`config.mk`:
```
export PLATFORM = sky130hd
export DESIGN_NAME = meshRouter
export DESIGN_NICKNAME = d
export VERILOG_FILES = /design/src/routerPkg.sv /design/src/meshRouter.sv /design/src/outputPort.sv /design/src/switchAlloc.sv /design/src/inputPort.sv
export VERILOG_INCLUDE_DIRS = /design/src /design/src/include
export SDC_FILE = /design/constraint.sdc
export NUM_CORES = 1
export LEC_CHECK = 0
export BUFFER_PORTS_ARGS = -buffer_cell sky130_fd_sc_hd__buf_2
export CORE_MARGIN = 1.5
export CORE_UTILIZATION = 47
export CTS_CLUSTER_SIZE = 25
export DETAILED_ROUTE_END_ITERATION = 7
export PLACE_DENSITY = 0.65
export SLEW_MARGIN = 15
export SYNTH_ARGS = -nofsm -noshare
export SYNTH_HDL_FRONTEND = slang
export SYNTH_HIERARCHICAL = 1
export SYNTH_SLANG_ARGS = --single-unit
```
`constraint.sdc`:
```
create_clock -name clk -period 15 [get_ports clk]
set_input_delay 0.75 -clock clk [delete_from_list [all_inputs] [get_ports clk]]
set_output_delay 0.75 -clock clk [all_outputs]
set_load 0.005 [all_outputs]
```
`src/include/router_consts.svh`:
```
`ifndef ROUTER_CONSTS_SVH
`define ROUTER_CONSTS_SVH

// flit layout from msb: xDir, yDir, xHops, yHops, payload
`define ROUTER_FLIT_W 20

// data part delivered to the local PE
`define ROUTER_PAYLOAD_W 12

// thermometer code, last bit marks a pending hop
`define ROUTER_HOP_W 3

// west, east, north, south, local
`define ROUTER_NUM_PORTS 5

// entries per input FIFO
`define ROUTER_FIFO_DEPTH 2

`endif
```
`src/routerPkg.sv`:
```
`default_nettype none

`include "router_consts.svh"

package routerPkg;

    // one flit, xDir at the top bit
    typedef struct packed {
        logic                         xDir;    // 0 west, 1 east
        logic                         yDir;    // 0 north, 1 south
        logic [`ROUTER_HOP_W-1:0]     xHops;
        logic [`ROUTER_HOP_W-1:0]     yHops;
        logic [`ROUTER_PAYLOAD_W-1:0] payload;
    } flitT;

    // router port numbering, also used as arbiter input index
    typedef enum logic [2:0] {
        portWest  = 3'd0,
        portEast  = 3'd1,
        portNorth = 3'd2,
        portSouth = 3'd3,
        portLocal = 3'd4
    } portIdxT;

endpackage

`default_nettype wire

```
`src/meshRouter.sv`:
```
`default_nettype none
`timescale 1ns/1ps

`include "router_consts.svh"

module meshRouter import routerPkg::*; (
    input  logic                            clk,
    input  logic                            rstN,
    input  flitT                            westInData,
    input  logic                            westInValid,
    output logic                            westInReady,
    output flitT                            westOutData,
    output logic                            westOutValid,
    input  logic                            westOutReady,
    input  flitT                            eastInData,
    input  logic                            eastInValid,
    output logic                            eastInReady,
    output flitT                            eastOutData,
    output logic                            eastOutValid,
    input  logic                            eastOutReady,
    input  flitT                            northInData,
    input  logic                            northInValid,
    output logic                            northInReady,
    output flitT                            northOutData,
    output logic                            northOutValid,
    input  logic                            northOutReady,
    input  flitT                            southInData,
    input  logic                            southInValid,
    output logic                            southInReady,
    output flitT                            southOutData,
    output logic                            southOutValid,
    input  logic                            southOutReady,
    input  flitT                            localInData,
    input  logic                            localInValid,
    output logic                            localInReady,
    output logic [`ROUTER_PAYLOAD_W-1:0]    localOutPayload,
    output logic                            localOutValid,
    input  logic                            localOutReady
);

    logic    [`ROUTER_NUM_PORTS-1:0] headValid;
    portIdxT [`ROUTER_NUM_PORTS-1:0] headDest;
    flitT    [`ROUTER_NUM_PORTS-1:0] headFlit;     // routed heads, crossbar inputs
    logic    [`ROUTER_NUM_PORTS-1:0] pop;
    logic    [`ROUTER_NUM_PORTS-1:0] load;
    logic    [`ROUTER_NUM_PORTS-1:0] outFree;
    portIdxT [`ROUTER_NUM_PORTS-1:0] grantSel;
    flitT                            localOutData;

    assign localOutPayload = localOutData.payload;  // PE sees only the payload

    inputPort inWest (
        .clk(clk), .rstN(rstN), .inData(westInData), .inValid(westInValid),
        .inReady(westInReady), .pop(pop[portWest]), .headValid(headValid[portWest]),
        .headDest(headDest[portWest]), .headFlit(headFlit[portWest])
    );

    inputPort inEast (
        .clk(clk), .rstN(rstN), .inData(eastInData), .inValid(eastInValid),
        .inReady(eastInReady), .pop(pop[portEast]), .headValid(headValid[portEast]),
        .headDest(headDest[portEast]), .headFlit(headFlit[portEast])
    );

    inputPort inNorth (
        .clk(clk), .rstN(rstN), .inData(northInData), .inValid(northInValid),
        .inReady(northInReady), .pop(pop[portNorth]), .headValid(headValid[portNorth]),
        .headDest(headDest[portNorth]), .headFlit(headFlit[portNorth])
    );

    inputPort inSouth (
        .clk(clk), .rstN(rstN), .inData(southInData), .inValid(southInValid),
        .inReady(southInReady), .pop(pop[portSouth]), .headValid(headValid[portSouth]),
        .headDest(headDest[portSouth]), .headFlit(headFlit[portSouth])
    );

    inputPort inLocal (
        .clk(clk), .rstN(rstN), .inData(localInData), .inValid(localInValid),
        .inReady(localInReady), .pop(pop[portLocal]), .headValid(headValid[portLocal]),
        .headDest(headDest[portLocal]), .headFlit(headFlit[portLocal])
    );

    switchAlloc alloc0 (
        .clk(clk), .rstN(rstN), .headValid(headValid), .headDest(headDest),
        .outFree(outFree), .pop(pop), .grantSel(grantSel), .load(load)
    );

    outputPort outWest (
        .clk(clk), .rstN(rstN), .candFlits(headFlit), .grantSel(grantSel[portWest]),
        .load(load[portWest]), .outData(westOutData), .outValid(westOutValid),
        .outReady(westOutReady), .outFree(outFree[portWest])
    );

    outputPort outEast (
        .clk(clk), .rstN(rstN), .candFlits(headFlit), .grantSel(grantSel[portEast]),
        .load(load[portEast]), .outData(eastOutData), .outValid(eastOutValid),
        .outReady(eastOutReady), .outFree(outFree[portEast])
    );

    outputPort outNorth (
        .clk(clk), .rstN(rstN), .candFlits(headFlit), .grantSel(grantSel[portNorth]),
        .load(load[portNorth]), .outData(northOutData), .outValid(northOutValid),
        .outReady(northOutReady), .outFree(outFree[portNorth])
    );

    outputPort outSouth (
        .clk(clk), .rstN(rstN), .candFlits(headFlit), .grantSel(grantSel[portSouth]),
        .load(load[portSouth]), .outData(southOutData), .outValid(southOutValid),
        .outReady(southOutReady), .outFree(outFree[portSouth])
    );

    outputPort outLocal (
        .clk(clk), .rstN(rstN), .candFlits(headFlit), .grantSel(grantSel[portLocal]),
        .load(load[portLocal]), .outData(localOutData), .outValid(localOutValid),
        .outReady(localOutReady), .outFree(outFree[portLocal])
    );

endmodule

`default_nettype wire

```
`src/outputPort.sv`:
```
`default_nettype none
`timescale 1ns/1ps

`include "router_consts.svh"

module outputPort import routerPkg::*; (
    input  logic                            clk,
    input  logic                            rstN,
    input  flitT [`ROUTER_NUM_PORTS-1:0]    candFlits,
    input  portIdxT                         grantSel,
    input  logic                            load,
    output flitT                            outData,
    output logic                            outValid,
    input  logic                            outReady,
    output logic                            outFree
);

    flitT selFlit;

    // crossbar column for this output
    assign selFlit = candFlits[grantSel];

    // empty, or the held flit leaves at this edge
    assign outFree = !outValid || outReady;

    always_ff @(posedge clk) begin
        if (load) begin
            outData <= selFlit;
        end
    end

    always_ff @(posedge clk or negedge rstN) begin
        if (!rstN) begin
            outValid <= 1'b0;
        end else if (load) begin
            outValid <= 1'b1;   // refill, possibly back to back
        end else if (outReady) begin
            outValid <= 1'b0;
        end
    end

endmodule

`default_nettype wire

```
`src/switchAlloc.sv`:
```
`default_nettype none
`timescale 1ns/1ps

`include "router_consts.svh"

module switchAlloc import routerPkg::*; (
    input  logic                                clk,
    input  logic                                rstN,
    input  logic    [`ROUTER_NUM_PORTS-1:0]     headValid,
    input  portIdxT [`ROUTER_NUM_PORTS-1:0]     headDest,
    input  logic    [`ROUTER_NUM_PORTS-1:0]     outFree,
    output logic    [`ROUTER_NUM_PORTS-1:0]     pop,
    output portIdxT [`ROUTER_NUM_PORTS-1:0]     grantSel,
    output logic    [`ROUTER_NUM_PORTS-1:0]     load
);

    localparam int NumPorts = `ROUTER_NUM_PORTS;

    logic [NumPorts-1:0] req [NumPorts];    // req[out][in]

    // each input asks for exactly one output, its head destination
    always_comb begin
        for (int o = 0; o < NumPorts; o++) begin
            for (int i = 0; i < NumPorts; i++) begin
                req[o][i] = headValid[i] && (int'(headDest[i]) == o);
            end
        end
    end

    for (genvar o = 0; o < NumPorts; o++) begin : gArb
        portIdxT rrPtr;     // first input searched this cycle
        portIdxT winner;
        logic    found;

        always_comb begin
            int idx;
            found  = 1'b0;
            winner = rrPtr;
            for (int k = 0; k < NumPorts; k++) begin
                idx = (int'(rrPtr) + k) % NumPorts;
                if (!found && req[o][idx]) begin
                    found  = 1'b1;
                    winner = portIdxT'(idx);
                end
            end
        end

        // no grant while the output register is still occupied
        assign load[o]     = found && outFree[o];
        assign grantSel[o] = winner;

        always_ff @(posedge clk or negedge rstN) begin
            if (!rstN) begin
                rrPtr <= portWest;
            end else if (load[o]) begin
                // next search starts just after the winner
                if (int'(winner) == NumPorts - 1) begin
                    rrPtr <= portWest;
                end else begin
                    rrPtr <= portIdxT'(winner + 3'd1);
                end
            end
        end
    end

    // pop the input that won somewhere, at most one output per input
    always_comb begin
        pop = '0;
        for (int o = 0; o < NumPorts; o++) begin
            for (int i = 0; i < NumPorts; i++) begin
                if (load[o] && int'(grantSel[o]) == i) begin
                    pop[i] = 1'b1;
                end
            end
        end
    end

endmodule

`default_nettype wire

```
`src/inputPort.sv`:
```
`default_nettype none
`timescale 1ns/1ps

`include "router_consts.svh"

module inputPort import routerPkg::*; (
    input  logic    clk,
    input  logic    rstN,
    input  flitT    inData,
    input  logic    inValid,
    output logic    inReady,
    input  logic    pop,
    output logic    headValid,
    output portIdxT headDest,
    output flitT    headFlit
);

    localparam int Depth = `ROUTER_FIFO_DEPTH;
    localparam int PtrW  = (Depth > 1) ? $clog2(Depth) : 1;
    localparam int CntW  = $clog2(Depth + 1);
    localparam logic [CntW-1:0] FullCnt = CntW'(Depth);
    localparam logic [PtrW-1:0] LastPtr = PtrW'(Depth - 1);

    flitT            mem [Depth];
    logic [PtrW-1:0] wrPtr;
    logic [PtrW-1:0] rdPtr;
    logic [CntW-1:0] count;
    logic            push;
    logic            doPop;
    flitT            rawHead;

    assign headValid = (count != '0);
    assign doPop     = pop && headValid;
    // a full FIFO still accepts when its head leaves this cycle
    assign inReady   = (count != FullCnt) || doPop;
    assign push      = inValid && inReady;
    assign rawHead   = mem[rdPtr];

    always_ff @(posedge clk) begin
        if (push) begin
            mem[wrPtr] <= inData;
        end
    end

    always_ff @(posedge clk or negedge rstN) begin
        if (!rstN) begin
            wrPtr <= '0;
            rdPtr <= '0;
            count <= '0;
        end else begin
            if (push) begin
                wrPtr <= (wrPtr == LastPtr) ? '0 : wrPtr + 1'b1;
            end
            if (doPop) begin
                rdPtr <= (rdPtr == LastPtr) ? '0 : rdPtr + 1'b1;
            end
            case ({push, doPop})
                2'b10:   count <= count + 1'b1;
                2'b01:   count <= count - 1'b1;
                default: count <= count;    // idle or push with pop
            endcase
        end
    end

    // dimension order, x hops are used up before any y hop
    always_comb begin
        headFlit = rawHead;
        headDest = portLocal;   // nothing left to travel
        if (rawHead.xHops[0]) begin
            headFlit.xHops = {1'b0, rawHead.xHops[`ROUTER_HOP_W-1:1]};
            headDest       = rawHead.xDir ? portEast : portWest;
        end else if (rawHead.yHops[0]) begin
            headFlit.yHops = {1'b0, rawHead.yHops[`ROUTER_HOP_W-1:1]};
            headDest       = rawHead.yDir ? portSouth : portNorth;
        end
    end

endmodule

`default_nettype wire

```
==> results.sh <==
export IMPL_syn_nets=2712
export IMPL_syn_cell_area_um2=25960
export IMPL_crit_arrival_ns=8.12
export IMPL_setup_tns_final_ns=0
export IMPL_crit_required_ns=14.25
export IMPL_drive_above_1_share=0.2216
export IMPL_firstDrtPassIters=6
export IMPL_finalClockSkew_ns=0.03221
export IMPL_wl_per_cell_um=24.98
export IMPL_slew_headroom=0.1576
export IMPL_design_die_area_um2=56650
export IMPL_routed_top_layer="met5"
export IMPL_drv_cap=0
export IMPL_drtIter0Drc=2230
export IMPL_fin_nets=2867
export IMPL_post_route_drc_count=0
export IMPL_cp_max_fo=29
export IMPL_hold_path_class="in2async"
export IMPL_avgSynthCellArea_um2=10.53
export IMPL_initial_core_util=0.4786
export IMPL_num_io_pins=214
export IMPL_vias_per_cell=6.490
export IMPL_clk_latency_ns=0.57
export IMPL_numCtsBuffers=36
export IMPL_synth_warnings=6
export IMPL_core_um2=54240
export IMPL_overflow=0
export IMPL_post_cts_buffers=0
export IMPL_holdBufCountCts=0
export IMPL_ant_nets=0
export IMPL_critPathBufInv=7
export IMPL_start_kind="flip-flop"
export IMPL_cts_resized=0
export IMPL_path_clk_slew_ns=0.06
export IMPL_fp_dieH_um=238.0
export IMPL_slew_violations=0
export IMPL_fp_dieW_um=238.0
export IMPL_grt_first_pass_wirelength_mm=124.1
export IMPL_hold_violations=0
export IMPL_cts_path_max_buffers=3
export IMPL_clock_sinks=332
export IMPL_io_buffers=213
export IMPL_place_congestion=0.9226
export IMPL_cpPeakStageDelay_ns=0.75
export IMPL_routed_wl_mm=83.79
export IMPL_status="finished clean"
export IMPL_area_growth_pct=10.31
export IMPL_crit_path_top_delay_cell="o41a_2"
export IMPL_grt_max_degree=41
export IMPL_root_buffer="clkbuf_16"
export IMPL_grt_pass1_vias=20470
export IMPL_rsz0062_at_grt="false"
export IMPL_route_met2_wl_mm=38.34
export IMPL_wl_met1_mm=34.78
export IMPL_rows=85
export IMPL_wl_met3_mm=7.498
export IMPL_num_vias=21770
export IMPL_synthCells=2466
export IMPL_end_kind="output pin"
export IMPL_grt_use_total=0.2864
export IMPL_fillers=4755
export IMPL_post_route_period_util=0.5913
export IMPL_worst_pin_slew_ns=1.262
export IMPL_critPathKind="reg2out"
export IMPL_post_route_min_period_ns=8.870
export IMPL_antenna_found_initial=9
export IMPL_final_cells=3354
export IMPL_finalSetupViolCount=0
export IMPL_max_freq_mhz=112.7
export IMPL_dp_cells=3279
export IMPL_hpwl_mm=61.29
export IMPL_cts_tree="yes"
export IMPL_path_delay_family="simple AND/OR/NAND/NOR gates"
export IMPL_cts_htree_levels=2
[per-stage QoR]
stage                 util  cell area [um^2]  hold slack, ns  setup slack [ns]
floorplan                -             25960          0.4544             8.079
global placement    0.5044             27360          0.4948             6.936
detailed placement  0.5045             27370          0.4994             6.828
CTS                 0.5275             28610          0.3427             6.220
global route        0.5277             28620          0.3605             5.610
finish              0.5280             28640          0.3390             6.130
[path summary, 6_finish.rpt]
path / start / slack (ns) / cells after the start / end
worst max-delay path: alloc0/gArb[3].rrPtr[0]$_DFFE_PN0P_ / 6.13 / 27 / westInReady
worst min-delay path: rstN / 0.34 / 2 / outNorth/outValid$_DFFE_PN0P_
worst max register to register: alloc0/gArb[3].rrPtr[0]$_DFFE_PN0P_ / 6.85 / 27 / inWest/mem[1][3]$_DFFE_PP_
worst min register to register: inWest/wrPtr$_DFFE_PN0P_ / 0.51 / 1 / inWest/wrPtr$_DFFE_PN0P_
max in group asynchronous: rstN / 14.07 / 2 / outSouth/outValid$_DFFE_PN0P_
min in group clk: localInData[16] / 0.36 / 1 / inLocal/mem[0][16]$_DFFE_PP_
[sequential cells by signal (all words and copies together), names as in the netlist, 12 cells and up]
register / flops
outSouth/outData: 20
inLocal/mem: 40
alloc0/gArb.rrPtr: 15
outNorth/outData: 20
outWest/outData: 20
outEast/outData: 20
inNorth/mem: 40
inEast/mem: 40
inWest/mem: 40
outLocal/outData: 12
inSouth/mem: 40
[metal layers]
metal  vias up  track usage
met5         -            0
met4         2       0.1170
met3       177      0.05044
met2      1146       0.4584
met1     10610       0.3843
li1       9833            -
[cells in the final DEF, fill, tap and decap left out, types with 20 or more instances in the layout]
master,n
edfxtp_1,292
buf_2,213
nor2_1,178
mux2i_1,146
nand2_1,143
ha_1,131
inv_1,106
mux2_2,96
a21oi_1,94
a221o_1,86
mux2_4,84
o21ai_0,82
nand2b_1,47
xnor2_1,41
nand3_1,41
nor3_1,40
dfrtp_1,40
o211ai_1,39
nor2b_1,38
clkbuf_16,37
buf_4,36
o22ai_1,33
o31ai_1,28
a211oi_1,24
a21o_1,24
or2_2,23
and2_1,22
or3_1,22
a22oi_1,20
[worst reg2reg max path: stages, from the launching register on]
cell and delay [ns]:
dfrtp_1 0.35, buf_4 0.23, inv_1 0.47, ha_1 0.34
inv_1 0.10, ha_1 0.35, inv_1 0.08, ha_1 0.19
or3_1 0.35, nand2_1 0.10, xnor2_1 0.16, inv_1 0.11
ha_1 0.21, nand2b_1 0.18, and3_1 0.21, or3_1 0.39
or3_1 0.37, a21oi_1 0.39, or4_1 0.20, a31o_2 0.15
o41a_2 0.75, inv_1 0.19, ha_1 0.29, nand2_1 0.10
o21ai_1 0.07, or4b_1 0.65, or3b_4 0.46, and3_2 0.40
[cell type report]
cell class	instances	area, um^2	share of cell area
well taps	696	870.8	0.03041
clock buffers	40	937.1	0.03273
clock inverters	26	306.5	0.01070
multi-input cells	1890	14970	0.5229
inverters	112	420.4	0.01468
repair buffers	249	1336	0.04666
flip-flops and latches	332	9769	0.3412
diodes	9	22.52	0.0007865
Power is left out: the tool's default activity adds up to more than one toggle a clock period on the data nets, which glitch-free logic cannot reach.
